### src/dcache_data.hex
// one 64-bit cache word per line, array index 0 to 15 in order
8a3f01d27c45e960
13b7c0de55aa0f21
f00dbabe12345678
0123456789abcdef
fedcba9876543210
5a5a00ff3c3cc3c3
deadbeefcafef00d
7777000011112222
8000000000000001
9e3779b97f4a7c15
a1b2c3d4e5f60718
b00bface0badf00d
c3a5e1f02d4b6978
d1e2f30415263748
e0e1e2e3e4e5e6e7
ffffffff00000000

### src/rtl/dcache_rd_pkg.sv
// ~~~~~~~~~~~~~~~~~~~~
// shared widths, vector types, cache model constants
// and the read sequencer state encoding
// ~~~~~~~~~~~~~~~~~~~~
`default_nettype none

package dcache_rd_pkg;

    // basic widths
    localparam int ADDR_W       = 32;
    localparam int DATA_W       = 64;
    localparam int WORD_IDX_W   = 4;
    localparam int LAT_CNT_W    = 3;

    // word index sits above the byte offset of a 64-bit word
    localparam int WORD_IDX_LSB = 3;

    // cache model geometry and timing
    localparam int DCACHE_WORDS      = 16;
    localparam int DCACHE_RD_LATENCY = 3;
    localparam string DCACHE_INIT_FILE = "/design/src/dcache_data.hex";

    // operand byte address
    typedef logic [ADDR_W-1:0]     addr_t;
    // one cache word, also one operand value
    typedef logic [DATA_W-1:0]     data_t;
    // array index from address bits 6:3
    typedef logic [WORD_IDX_W-1:0] word_idx_t;
    // read latency count
    typedef logic [LAT_CNT_W-1:0]  lat_cnt_t;
    // which operand the request is for
    typedef logic                  opsel_t;

    localparam opsel_t OPSEL_OP0 = 1'b0;
    localparam opsel_t OPSEL_OP1 = 1'b1;

    // read sequencer states
    typedef enum logic [2:0] {
        ST_IDLE  = 3'd0,
        ST_REQ0  = 3'd1,
        ST_WAIT0 = 3'd2,
        ST_REQ1  = 3'd3,
        ST_WAIT1 = 3'd4,
        ST_DONE  = 3'd5
    } rd_state_t;

endpackage

`default_nettype wire

### src/rtl/dcache_data_array.sv
// ~~~~~~~~~~~~~~~~~~~~
// data cache model: 16 x 64 word array, request accept,
// fixed latency and a held response
// ~~~~~~~~~~~~~~~~~~~~
`timescale 1ns/100ps
`default_nettype none

module dcache_data_array (
    input  wire                    clk,
    input  wire                    rst_n,

    // request channel
    input  wire                    rd_req_valid,
    output logic                   rd_req_ready,
    input  dcache_rd_pkg::addr_t   rd_req_address,

    // response channel
    output logic                   rd_dp_valid,
    input  wire                    rd_dp_ready,
    output dcache_rd_pkg::data_t   rd_dp_read_data
);
    import dcache_rd_pkg::*;

    // word storage
    data_t     mem [DCACHE_WORDS];

    word_idx_t req_idx;
    logic      busy;
    logic      req_accept;
    logic      rsp_xfer;
    logic      lat_done;

    initial begin
        $readmemh(DCACHE_INIT_FILE, mem);
    end

    // only bits 6:3 select a word, no tags
    assign req_idx = rd_req_address[WORD_IDX_LSB +: WORD_IDX_W];

    // one read outstanding at a time
    assign rd_req_ready = !busy;
    assign req_accept   = rd_req_valid && rd_req_ready;
    assign rsp_xfer     = rd_dp_valid && rd_dp_ready;

    always_ff @(posedge clk) begin
        if (!rst_n) begin
            busy <= 1'b0;
        end else if (req_accept) begin
            busy <= 1'b1;
        end else if (rsp_xfer) begin
            busy <= 1'b0;
        end
    end

    // word is read at accept and held until it transfers
    always_ff @(posedge clk) begin
        if (req_accept) begin
            rd_dp_read_data <= mem[req_idx];
        end
    end

    // latency restarts on every accepted request
    dcache_latency_timer u_lat_timer (
        .clk        (clk),
        .rst_n      (rst_n),
        .load       (req_accept),
        .load_value (lat_cnt_t'(DCACHE_RD_LATENCY)),
        .done       (lat_done)
    );

    // timer stays at zero, so valid holds under back-pressure
    assign rd_dp_valid = busy && lat_done;

endmodule

`default_nettype wire

### src/rtl/dcache_latency_timer.sv
// ~~~~~~~~~~~~~~~~~~~~
// loadable down-counter for the cache read latency
// ~~~~~~~~~~~~~~~~~~~~
`timescale 1ns/100ps
`default_nettype none

module dcache_latency_timer (
    input  wire                      clk,
    input  wire                      rst_n,
    input  wire                      load,
    input  dcache_rd_pkg::lat_cnt_t  load_value,
    output logic                     done
);
    import dcache_rd_pkg::*;

    lat_cnt_t cnt;

    // the load cycle itself is the first cycle of latency,
    // so the count left behind is one less than the load value
    always_ff @(posedge clk) begin
        if (!rst_n) begin
            cnt <= '0;
        end else if (load) begin
            if (load_value == '0) begin
                cnt <= '0;
            end else begin
                cnt <= lat_cnt_t'(load_value - lat_cnt_t'(1));
            end
        end else if (cnt != '0) begin
            // count down and stick at zero
            cnt <= lat_cnt_t'(cnt - lat_cnt_t'(1));
        end
    end

    // level held while idle at zero
    // masked in the load cycle since the old count is stale
    assign done = (cnt == '0) && !load;

endmodule

`default_nettype wire

### src/rtl/dcache_operand_fetch.sv
// ~~~~~~~~~~~~~~~~~~~~
// memory operand fetch top: read FSM, operand registers
// and the data cache model
// ~~~~~~~~~~~~~~~~~~~~
`timescale 1ns/100ps
`default_nettype none

module dcache_operand_fetch (
    input  wire                    clk,
    input  wire                    rst_n,

    // address stage
    input  wire                    a_valid,
    output logic                   a_ready,
    input  dcache_rd_pkg::addr_t   op0_address,
    input  wire                    op0_address_is_valid,
    input  dcache_rd_pkg::addr_t   op1_address,
    input  wire                    op1_address_is_valid,

    // execute stage
    input  wire                    e_ready,
    output logic                   e_valid,
    output dcache_rd_pkg::data_t   op0_data,
    output dcache_rd_pkg::data_t   op1_data
);
    import dcache_rd_pkg::*;

    // cache request / response
    logic   rd_req_valid;
    logic   rd_req_ready;
    addr_t  rd_req_address;
    logic   rd_dp_valid;
    logic   rd_dp_ready;
    data_t  rd_dp_read_data;

    // operand register control
    opsel_t opsel;
    logic   ld_op0;
    logic   ld_op1;
    logic   clr_ops;

    dcache_rd_fsm u_rd_fsm (
        .clk                  (clk),
        .rst_n                (rst_n),
        .a_valid              (a_valid),
        .e_ready              (e_ready),
        .op0_address_is_valid (op0_address_is_valid),
        .op1_address_is_valid (op1_address_is_valid),
        .a_ready              (a_ready),
        .e_valid              (e_valid),
        .rd_req_valid         (rd_req_valid),
        .rd_req_ready         (rd_req_ready),
        .rd_dp_valid          (rd_dp_valid),
        .rd_dp_ready          (rd_dp_ready),
        .opsel                (opsel),
        .ld_op0               (ld_op0),
        .ld_op1               (ld_op1),
        .clr_ops              (clr_ops)
    );

    dcache_operand_regs u_operand_regs (
        .clk             (clk),
        .rst_n           (rst_n),
        .op0_address     (op0_address),
        .op1_address     (op1_address),
        .opsel           (opsel),
        .ld_op0          (ld_op0),
        .ld_op1          (ld_op1),
        .clr_ops         (clr_ops),
        .rd_dp_read_data (rd_dp_read_data),
        .rd_req_address  (rd_req_address),
        .op0_data        (op0_data),
        .op1_data        (op1_data)
    );

    // cache model answering the fetch
    dcache_data_array u_data_array (
        .clk             (clk),
        .rst_n           (rst_n),
        .rd_req_valid    (rd_req_valid),
        .rd_req_ready    (rd_req_ready),
        .rd_req_address  (rd_req_address),
        .rd_dp_valid     (rd_dp_valid),
        .rd_dp_ready     (rd_dp_ready),
        .rd_dp_read_data (rd_dp_read_data)
    );

endmodule

`default_nettype wire

### src/rtl/dcache_operand_regs.sv
// ~~~~~~~~~~~~~~~~~~~~
// request address mux and the two operand data registers
// ~~~~~~~~~~~~~~~~~~~~
`timescale 1ns/100ps
`default_nettype none

module dcache_operand_regs (
    input  wire                    clk,
    input  wire                    rst_n,

    // operand addresses from the address stage
    input  dcache_rd_pkg::addr_t   op0_address,
    input  dcache_rd_pkg::addr_t   op1_address,

    // control from the FSM
    input  dcache_rd_pkg::opsel_t  opsel,
    input  wire                    ld_op0,
    input  wire                    ld_op1,
    input  wire                    clr_ops,

    // cache side
    input  dcache_rd_pkg::data_t   rd_dp_read_data,
    output dcache_rd_pkg::addr_t   rd_req_address,

    // operands to execute
    output dcache_rd_pkg::data_t   op0_data,
    output dcache_rd_pkg::data_t   op1_data
);
    import dcache_rd_pkg::*;

    // request address select
    assign rd_req_address = (opsel == OPSEL_OP1) ? op1_address : op0_address;

    // operand registers
    // cleared at start so an unused operand reads as zero
    always_ff @(posedge clk) begin
        if (!rst_n) begin
            op0_data <= '0;
            op1_data <= '0;
        end else if (clr_ops) begin
            op0_data <= '0;
            op1_data <= '0;
        end else begin
            if (ld_op0) begin
                op0_data <= rd_dp_read_data;
            end
            if (ld_op1) begin
                op1_data <= rd_dp_read_data;
            end
        end
    end

endmodule

`default_nettype wire

### src/rtl/dcache_rd_fsm.sv
// ~~~~~~~~~~~~~~~~~~~~
// operand read FSM: sequences op0 then op1 reads,
// drives cache handshakes and the execute strobe
// ~~~~~~~~~~~~~~~~~~~~
`timescale 1ns/100ps
`default_nettype none

module dcache_rd_fsm (
    input  wire                    clk,
    input  wire                    rst_n,

    // address stage / execute stage
    input  wire                    a_valid,
    input  wire                    e_ready,
    input  wire                    op0_address_is_valid,
    input  wire                    op1_address_is_valid,
    output logic                   a_ready,
    output logic                   e_valid,

    // cache handshakes
    output logic                   rd_req_valid,
    input  wire                    rd_req_ready,
    input  wire                    rd_dp_valid,
    output logic                   rd_dp_ready,

    // operand register control
    output dcache_rd_pkg::opsel_t  opsel,
    output logic                   ld_op0,
    output logic                   ld_op1,
    output logic                   clr_ops
);
    import dcache_rd_pkg::*;

    rd_state_t state;
    rd_state_t state_nxt;

    // op1 still to fetch after op0
    logic      op1_needed;
    logic      start;

    // start only with both stages ready and some operand to read
    assign start = a_valid && e_ready &&
                   (op0_address_is_valid || op1_address_is_valid);

    // next state
    always_comb begin
        state_nxt = state;
        unique case (state)
            ST_IDLE: begin
                if (start) begin
                    // op0 need is used here, op1 need is latched
                    state_nxt = op0_address_is_valid ? ST_REQ0 : ST_REQ1;
                end
            end
            ST_REQ0: begin
                if (rd_req_ready) begin
                    state_nxt = ST_WAIT0;
                end
            end
            ST_WAIT0: begin
                if (rd_dp_valid) begin
                    state_nxt = op1_needed ? ST_REQ1 : ST_DONE;
                end
            end
            ST_REQ1: begin
                if (rd_req_ready) begin
                    state_nxt = ST_WAIT1;
                end
            end
            ST_WAIT1: begin
                if (rd_dp_valid) begin
                    state_nxt = ST_DONE;
                end
            end
            ST_DONE: begin
                // one-cycle hand-off to execute
                state_nxt = ST_IDLE;
            end
            default: begin
                state_nxt = ST_IDLE;
            end
        endcase
    end

    always_ff @(posedge clk) begin
        if (!rst_n) begin
            state      <= ST_IDLE;
            op1_needed <= 1'b0;
        end else begin
            state <= state_nxt;
            if (state == ST_IDLE && start) begin
                op1_needed <= op1_address_is_valid;
            end
        end
    end

    // state decoded outputs
    assign clr_ops      = (state == ST_IDLE) && start;
    assign rd_req_valid = (state == ST_REQ0) || (state == ST_REQ1);
    assign rd_dp_ready  = (state == ST_WAIT0) || (state == ST_WAIT1);
    // address mux follows the request in flight
    assign opsel        = (state == ST_REQ1 || state == ST_WAIT1) ? OPSEL_OP1 : OPSEL_OP0;

    // capture on response transfer
    assign ld_op0 = (state == ST_WAIT0) && rd_dp_valid;
    assign ld_op1 = (state == ST_WAIT1) && rd_dp_valid;

    // release address stage together with the execute strobe
    assign e_valid = (state == ST_DONE);
    assign a_ready = (state == ST_DONE);

endmodule

`default_nettype wire

### config.mk
export PLATFORM = sky130hd
export DESIGN_NAME = dcache_operand_fetch
export DESIGN_NICKNAME = d
export VERILOG_FILES = /design/src/rtl/dcache_rd_pkg.sv /design/src/rtl/dcache_data_array.sv /design/src/rtl/dcache_latency_timer.sv /design/src/rtl/dcache_operand_fetch.sv /design/src/rtl/dcache_operand_regs.sv /design/src/rtl/dcache_rd_fsm.sv
export SDC_FILE = /design/constraint.sdc
export NUM_CORES = 1
export LEC_CHECK = 0
export BUFFER_PORTS_ARGS = -buffer_cell sky130_fd_sc_hd__buf_4
export CAP_MARGIN = 20
export CORE_AREA = 2 2 78 80
export CTS_CLUSTER_SIZE = 16
export DETAILED_ROUTE_END_ITERATION = 6
export DIE_AREA = 0 0 80 82
export GPL_TIMING_DRIVEN = 0
export MAX_ROUTING_LAYER = met4
export PLACE_DENSITY = 0.75
export SLEW_MARGIN = 20
export SYNTH_ARGS = -nofsm -noshare
export SYNTH_HDL_FRONTEND = slang
export SYNTH_SLANG_ARGS = --single-unit
### constraint.sdc
create_clock -name clk -period 1.25 [get_ports clk]
set_input_delay 0.25 -clock clk [delete_from_list [all_inputs] [get_ports clk]]
set_output_delay 0.25 -clock clk [all_outputs]
set_load 0.01 [all_outputs]
==> results of run 1 <==
==> area by class of cell <==
type,instances,area [um2]
multi-input combinational,171,812.0
fill,594,3520
buffer,130,983.4
timing repair buffer,14,116.4
clock buffer,3,41.29
inverter,2,7.507
tap,75,93.84
sequential,8,171.4
==> kinds of logic after synthesis <==
family	count (synthesis)
compound gates	15
xor+xnor	1
fa+ha+maj	1
buf+inv	135
flops	8
mux	3
other cells	1
simple gates	23
==> synthesized netlist by cell type <==
| master | n |
|---|---|
| o31ai_1 | 1 |
| o221ai_1 | 1 |
| xor2_1 | 1 |
| and2_1 | 1 |
| nand2_1 | 4 |
| a22oi_1 | 1 |
| o211ai_2 | 1 |
| a21oi_1 | 4 |
| nand3b_1 | 2 |
| inv_1 | 2 |
| buf_4 | 131 |
| buf_6 | 1 |
| dfxtp_1 | 8 |
| nand4_1 | 1 |
| nand2b_1 | 1 |
| or2b_1 | 1 |
| or3_1 | 1 |
| ha_1 | 1 |
| nor2b_1 | 3 |
| and2b_2 | 1 |
| o21ai_2 | 1 |
| o21ba_2 | 1 |
| nor2_1 | 6 |
| clkbuf_2 | 1 |
| o22ai_1 | 1 |
| mux2i_1 | 3 |
| and3b_1 | 1 |
| conb_1 | 1 |
| and3b_2 | 1 |
| o21ai_0 | 4 |
==> repair_timing <==
item,in CTS,in global routing
hold buffers,0,0
pin swaps,6,6
resized for setup,16,9
gates cloned,0,0
endpoints found under the setup margin,6,9
buffers inserted,6,1
==> layer usage <==
layer,track usage,part of all wire,up-vias
li1,-,-,614
met1,0.05882,0.32,429
met2,0.1242,0.49,97
met3,0.01209,0.18,2
met4,0.02542,0.0085,0
met5,-,0,-
==> stage by stage <==
step                      TNS, ns  cells  hold WS (ns)  total power [mW]
after global routing      -0.4889    403        0.3191             2.314
after floorplan           -0.1093    314        0.3773             1.381
after CTS                 -0.2323    404        0.2944             2.019
after global placement    -0.2804    396        0.4741             1.478
after detailed placement  -0.3994    396        0.4849             1.502
final                     -0.1445    403        0.2965             2.146
==> sequential cells by signal, summed over array words and instances (netlist names) <==
name and cells:
u_data_array.busy 1, u_rd_fsm.state 3, u_rd_fsm.op1_needed 1, u_data_array.u_lat_timer.cnt 3
==> critical path: cells and delay by family (launching register included) <==
kind,cells,cell delay (ns)
flops,1,0.31
simple gates,1,0.20
buf+inv,3,0.33
==> cell usage in the layout (no fill, tap or decap), types with 3 or more instances in the layout <==
cell / instances
nor2_1: 4
buf_4: 139
a21oi_1: 4
nand2_1: 4
dfxtp_1: 3
mux2i_1: 3
buf_6: 5
conb_1: 128
nor2b_1: 3
dfxtp_2: 3
clkbuf_8: 3
==> report_power, final <==
part           total [mW]  leakage (nW)  internal (mW)  switching [mW]
combinational        1.40          1.32          0.750           0.649
sequential          0.429        0.0682          0.356          0.0732
clock               0.318        0.0216          0.209           0.109
==> path summary, 6_finish.rpt <==
path         slack (ns)  cells after the start                         endpoint
min                0.30                      2  u_data_array.u_lat_timer.cnt[1]
min reg2reg        0.51                      2  u_data_array.u_lat_timer.cnt[2]
max reg2reg       -0.03                      6                u_rd_fsm.state[1]
max               -0.06                      4                          e_valid
==> results.cfg, run 1 <==
[timing]
min_period_ns = 1.310
maxSlewViolCount = 0
finClkSkew_ns = 0.005990
max_freq_ghz = 0.7631
timing.final.ws_setup_ns = -0.06042
finalSetupViolCount = 5
fin_crit_sh = 1.048
hold_viol_final = 0
rsz0062_at_grt = yes

[placed_design]
place_ws_ns = -0.1281
hpwl_um = 2125
dpl_cell_area_um2 = 2086
gp_routability_congestion = 0.7892
port_buffers = 7

[cells_and_area]
final_layout_size_suffix_gt1_frac = 0.5030
final_util = 0.3874
diodes = 0
final_nets = 401
area_delta_synth_final_pct = 52.97
final_area_um2 = 2226

[worst_setup_path]
crit_path_max_incr_delay_ns = 0.31
worst_ep_arrival_time_ns = 1.06
end_kind = output pin
path_common_cell = buf_6
crit_required_ns = 1.00
critical_path.slowest_cell = dfxtp_2
crit_path_start_kind = flip-flop
startpoint = u_rd_fsm.state[0]
crit_path_cell_trace = buf_6, and3b_2, buf_6, buf_6
worst_r2r_startpoint = u_data_array.u_lat_timer.cnt[0]
critPathMaxFanout = 2
critPathKind = flip-flop to output pin

[drt]
drc = 0
vias = 1142
dr.first_iter.drc_count = 13
post_drt_wl_per_cell_um = 6.132
vias_per_cell = 2.834
wirelength_um = 2471
drt_first_pass_iters = 4
final_antenna_net_count = 0

[floorplanning]
initial_core_util = 0.2533
ios = 200
design.die.area_um2 = 6560
die_x_um = 80
row_count = 28
coreArea_um2 = 5746
chipHeight_um = 82

[synth]
syn_avg_cell_area_um2 = 7.782
synth_top_area_frac = 0.6758
synth_mux_area_frac = 0.02064
synth_top_area_cell = buf_4
syn_area_um2 = 1455
synth-seq-cells = 8
yosys.area_share.simple = 0.09028
synth_top_family_by_area = buffers and inverters
yosys.area_share.adder = 0.008598
synth-compound-area-share = 0.06965
synthXorXnorAreaFrac = 0.006019
yosysWarnings = 0
synth_area_leaders = buf_4 68%, dfxtp_1 11%, mux2i_1 2.1%, nor2_1 1.5%, a21oi_1 1.4%
syn_inst = 187
netlist-cell-type-count = 30
yosysSeqAreaShare = 0.1101

[cts]
clock_sinks = 8
cts_buffers = 3
root_buffer = clkbuf_8
htreeDepth = 1
clock_latency_ns = 0.23
clk_pin_slew_ns = 0.04
clk_path_buf_depth = 2
cts_tree = yes

[global_route]
track_usage = 0.06265
grt_pass1_wl_um = 3256
grt_max_degree = 10
antenna_found_initial = 0
gr-total-overflow = 0
grt_pass1_vias = 843

[outcome]
status = finished with violations
violations = negative setup slack

[power_and_ir_drop]
leakage_nw = 1.412
p_per_area_nw_per_um2 = 964.0
ir_drop_mv = 0.5697

[worst_hold_path]
min-delay-start = rst_n
hold_path_class = input port to flip-flop

[job]
cap_violations = 0
No activity file was read; power rests on OpenSTA's default activity.
==> run 2, diff against run 1 <==
- PLACE_DENSITY: 0.75 -> 0.72
- SETUP_SLACK_MARGIN: default -> 0.05
- clock period: 1.25 -> 1.3 ns (I/O delays scaled with it)
==> results.cfg, run 2 (same netlist as run 1, synthesis figures left out) <==
[timing]
finalSetupViolCount = 1
min_period_ns = 1.348
finClkSkew_ns = 0.0003657
maxSlewViolCount = 0
hold_viol_final = 0
hold-worst-slack_ns = 0.3111
timing.final.ws_setup_ns = -0.04817
tns_ns = -0.04817
rsz0062_at_grt = yes
max_freq_ghz = 0.7417
fin_crit_sh = 1.037

[drt]
drt_first_pass_iters = 4
final_antenna_net_count = 0
drc = 0
vias_per_cell = 2.818
vias = 1133
post_drt_wl_per_cell_um = 6.075
dr.first_iter.drc_count = 11
wirelength_um = 2442

[worst_setup_path]
crit_path_start_kind = flip-flop
path_common_cell = buf_6
crit_path_cell_trace = buf_6, and3b_2, buf_6, buf_6
crit_required_ns = 1.04
crit_path_max_incr_delay_ns = 0.32
critPathKind = flip-flop to output pin
critical_path.slowest_cell = dfxtp_2
critPathMaxFanout = 2
end_kind = output pin
worst_ep_arrival_time_ns = 1.09

[power_and_ir_drop]
power_frac_seq = 0.202
p_per_area_nw_per_um2 = 894.9
p_int_mw = 1.208
p_switching_uw = 767.9
leakage_nw = 1.406
p_clk_frac = 0.155
ir_drop_mv = 0.7890
finalPower_mw = 1.976
switching_share = 0.3886
p_comb_frac = 0.642

[cells_and_area]
reg_top3 = u_data_array.u_lat_timer.cnt x3, u_rd_fsm.state x3
multi_input_area_um2 = 805.8
regArea_um2 = 167.7
final_common_cell = buf_4
finalNonFillerCells = 402
area_delta_synth_final_pct = 51.76
final_area_um2 = 2208
diodes = 0
final_layout_size_suffix_gt1_frac = 0.5015
layout_common_cells = 138 x buf_4, 128 x conb_1, 6 x dfxtp_2, 5 x buf_6
final_nets = 400
fillers = 575
final_util = 0.3844

[placed_design]
place_ws_ns = -0.09025
dpl_cell_area_um2 = 2086
gp_routability_congestion = 0.6853
dp.cells = 396
port_buffers = 7
hpwl_um = 2130

[floorplanning]
initial_core_util = 0.2533
design.die.area_um2 = 6560
chipHeight_um = 82
ios = 200
die_x_um = 80
coreArea_um2 = 5746
row_count = 28

[cts]
cts_tree = yes
clk_path_buf_depth = 2
root_buffer = clkbuf_8
htreeDepth = 1
holdBufCountCts = 0
cts_buffers = 3
clock_latency_ns = 0.23
clk_pin_slew_ns = 0.04
clock_sinks = 8

[job]
cap_violations = 0

[global_route]
grt_pass1_vias = 800
grt_pass1_wl_um = 3229
antenna_found_initial = 0
track_usage = 0.06189
grt_max_degree = 10
gr-total-overflow = 0

[outcome]
status = finished with violations
violations = negative setup slack

[worst_hold_path]
hold_path_class = input port to flip-flop
==> run 2: cell count changes in the layout (fill, tap and decap cells not counted) <==
cell / previous run / this run
or2b_1: 1 / 0
or3_4: 1 / 0
o21ai_0: 2 / 3
dfxtp_1: 3 / 2
dfxtp_2: 3 / 6
buf_4: 139 / 138
dfxtp_4: 2 / 0
o21ai_1: 1 / 0
or3_1: 0 / 1
o31ai_1: 0 / 1
or2b_4: 0 / 1
o31ai_2: 1 / 0
==> run 2: layout make-up <==
cell class,instances,area share
Buffer,130,0.4453
Clock buffer,3,0.01870
Inverter,2,0.003399
Multi-Input combinational cell,171,0.3649
Sequential cell,8,0.07592
Tap cell,75,0.04249
Timing Repair Buffer,13,0.04929
==> run 2: layer usage <==
metal  track usage  share of wire
met4       0.03559          0.015
met5             -              0
met3       0.01319           0.18
met1       0.06327           0.34
met2        0.1100           0.46
==> run 2: path summary, 6_finish.rpt <==
path                                   start                         endpoint  slack [ns]  cells after the start
max                        u_rd_fsm.state[0]                          e_valid       -0.05                      4
min                     op1_address_is_valid              u_rd_fsm.op1_needed        0.31                      3
max reg2reg  u_data_array.u_lat_timer.cnt[1]                u_rd_fsm.state[1]        0.03                      6
min reg2reg  u_data_array.u_lat_timer.cnt[2]  u_data_array.u_lat_timer.cnt[2]        0.51                      2
==> run 2: worst max-delay path, delay by kind of cell, from the launching register on <==
kind,cells,cell delay (ns)
flip-flops,1,0.32
buffers and inverters,3,0.33
AND/OR/NAND/NOR,1,0.21
==> run 2: power groups by stage <==
stage                     logic (mW)  registers [mW]  clock network [mW]
final                           1.27           0.400               0.306
after detailed placement        1.07           0.377                   0
after floorplan                0.963           0.365                   0
after global routing            1.40           0.407               0.327
after global placement          1.05           0.372                   0
after CTS                       1.25           0.389               0.309
==> run 2: what timing repair did <==
| item | in CTS | in global routing |
|---|---|---|
| setup buffers | 6 | 0 |
| setup endpoints to repair | 6 | 9 |
| pin swaps | 6 | 1 |
| gates resized for setup | 17 | 5 |
==> run 3, diff against run 2 <==
- CORE_AREA: 2 2 78 80 -> default
- CORE_MARGIN: default -> 2
- CORE_UTILIZATION: default -> 34
- DIE_AREA: 0 0 80 82 -> default
- PLACE_DENSITY: 0.72 -> 0.6
- SYNTH_HIERARCHICAL: default -> 1
- clock period: 1.3 -> 1.35 ns (I/O delays scaled with it)
==> results.cfg, run 3 <==
[worst_hold_path]
hold_path_class = input port to flip-flop

[cts]
clock_sinks = 136
clock_latency_ns = 0.42
clk_path_buf_depth = 2
cts_tree = yes
root_buffer = clkbuf_16
clk_pin_slew_ns = 0.06
cts_buffers = 17
htreeDepth = 4

[power_and_ir_drop]
p_per_area_nw_per_um2 = 1244
leakage_nw = 3.612
ir_drop_mv = 0.8682
finalPower_mw = 10.50

[drt]
final_antenna_net_count = 0
drc = 0
post_drt_wl_per_cell_um = 13.10
dr.first_iter.drc_count = 137
drt_first_pass_iters = 4
vias = 4288
vias_per_cell = 4.139
wirelength_um = 13570

[worst_setup_path]
critPathBufInv = 4
critPathMaxFanout = 6
crit_required_ns = 1.65
end_kind = flip-flop
critical_path.slowest_cell = dfxtp_4
crit_family = simple AND/OR/NAND/NOR gates
crit_path_start_kind = flip-flop
crit_path_max_incr_delay_ns = 0.35
worst_ep_arrival_time_ns = 2.23
critPathKind = flip-flop to flip-flop
crit_path_cell_trace = inv_4, nor2_2, and2b_2, nor2_4, and2_4, nand2b_4, nor2_4, buf_6, buf_12, clkbuf_16, mux2i_1, nor2_1
path_common_cell = nor2_4

[timing]
tns_ns = -62.60
finalSetupViolCount = 134
min_period_ns = 1.922
fin_crit_sh = 1.424
max_freq_ghz = 0.5203
maxSlewViolCount = 0
timing.final.ws_setup_ns = -0.5720
finClkSkew_ns = 0.004597
hold-worst-slack_ns = 0.09686
hold_viol_final = 0
rsz0062_at_grt = yes

[synth]
syn_inst = 553
syn_area_um2 = 5687
yosysWarnings = 6
syn_avg_cell_area_um2 = 10.28

[cells_and_area]
diodes = 0
finalNonFillerCells = 1036
final_layout_size_suffix_gt1_frac = 0.3860
final_area_um2 = 8443
fillers = 1504
reg_top3 = u_operand_regs/op0_data x64, u_operand_regs/op1_data x64
final_util = 0.5128
layout_common_cells = 212 x buf_4, 134 x dfxtp_1, 133 x nor2_1, 123 x mux2i_1, 73 x conb_1
final_nets = 878
area_delta_synth_final_pct = 48.47
final_common_cell = buf_4

[floorplanning]
coreArea_um2 = 16470
initial_core_util = 0.3454
die_x_um = 133.3
ios = 200
design.die.area_um2 = 17780
chipHeight_um = 133.3
row_count = 47

[placed_design]
dp.cells = 979
port_buffers = 135
hpwl_um = 9004
place_ws_ns = -0.6825
gp_routability_congestion = 0.8021
dpl_cell_area_um2 = 7258

[global_route]
grt_pass1_wl_um = 21250
track_usage = 0.1561
antenna_found_initial = 0
grt_max_degree = 17
grt_pass1_vias = 4292
gr-total-overflow = 0

[outcome]
violations = negative setup slack
status = finished with violations

[job]
cap_violations = 0
run 3: layer usage:
| layer | vias up | wire, um | global-route usage |
|---|---|---|---|
| li1 | 2190 | - | - |
| met3 | 12 | 664 | 0.04909 |
| met4 | 0 | 198 | 0.06206 |
| met5 | - | 0 | - |
| met2 | 86 | 6819 | 0.2589 |
| met1 | 2000 | 5884 | 0.1756 |
run 3: area by class of cell:
cell class / count / area (um2) / area share
Buffer: 94 / 845.8 / 0.1002
Clock buffer: 19 / 442.9 / 0.05246
Clock inverter: 12 / 200.2 / 0.02371
Inverter: 8 / 32.53 / 0.003853
Multi-Input combinational cell: 385 / 2494 / 0.2953
Sequential cell: 136 / 2730 / 0.3234
Tap cell: 220 / 275.3 / 0.03260
Timing Repair Buffer: 162 / 1423 / 0.1685
run 3: report_power, final:
| group | leakage [nW] | switching [mW] | total (mW) | internal [mW] |
|---|---|---|---|---|
| Sequential | 1.10 | 0.0467 | 4.15 | 4.10 |
| Clock | 0.317 | 1.73 | 5.04 | 3.31 |
| Combinational | 2.20 | 0.630 | 1.32 | 0.686 |
run 3: worst register-to-register path: cells and delay by family, from the launching register on:
kind                   cells  cell delay, ns
and+or+nand+nor            7            0.75
buffers and inverters      4            0.49
DFF                        1            0.35
muxes                      1            0.22
run 3: repair_timing:
item,4_1_cts,5_1_grt
resized for setup,24,22
buffers inserted,11,8
gates cloned,3,8
setup endpoints to repair,134,135
hold buffers,0,0
pin swaps,4,19
run 3: worst paths after layout:
check                       startpoint                     endpoint  slack [ns]  cells after the start
hold reg to reg    u_rd_fsm/op1_needed          u_rd_fsm/op1_needed        0.49                      2
setup / recovery     u_rd_fsm/state[0]  u_operand_regs/op0_data[23]       -0.57                     12
hold / removal    op1_address_is_valid          u_rd_fsm/op1_needed         0.1                      3
setup reg to reg     u_rd_fsm/state[0]  u_operand_regs/op0_data[23]       -0.57                     12
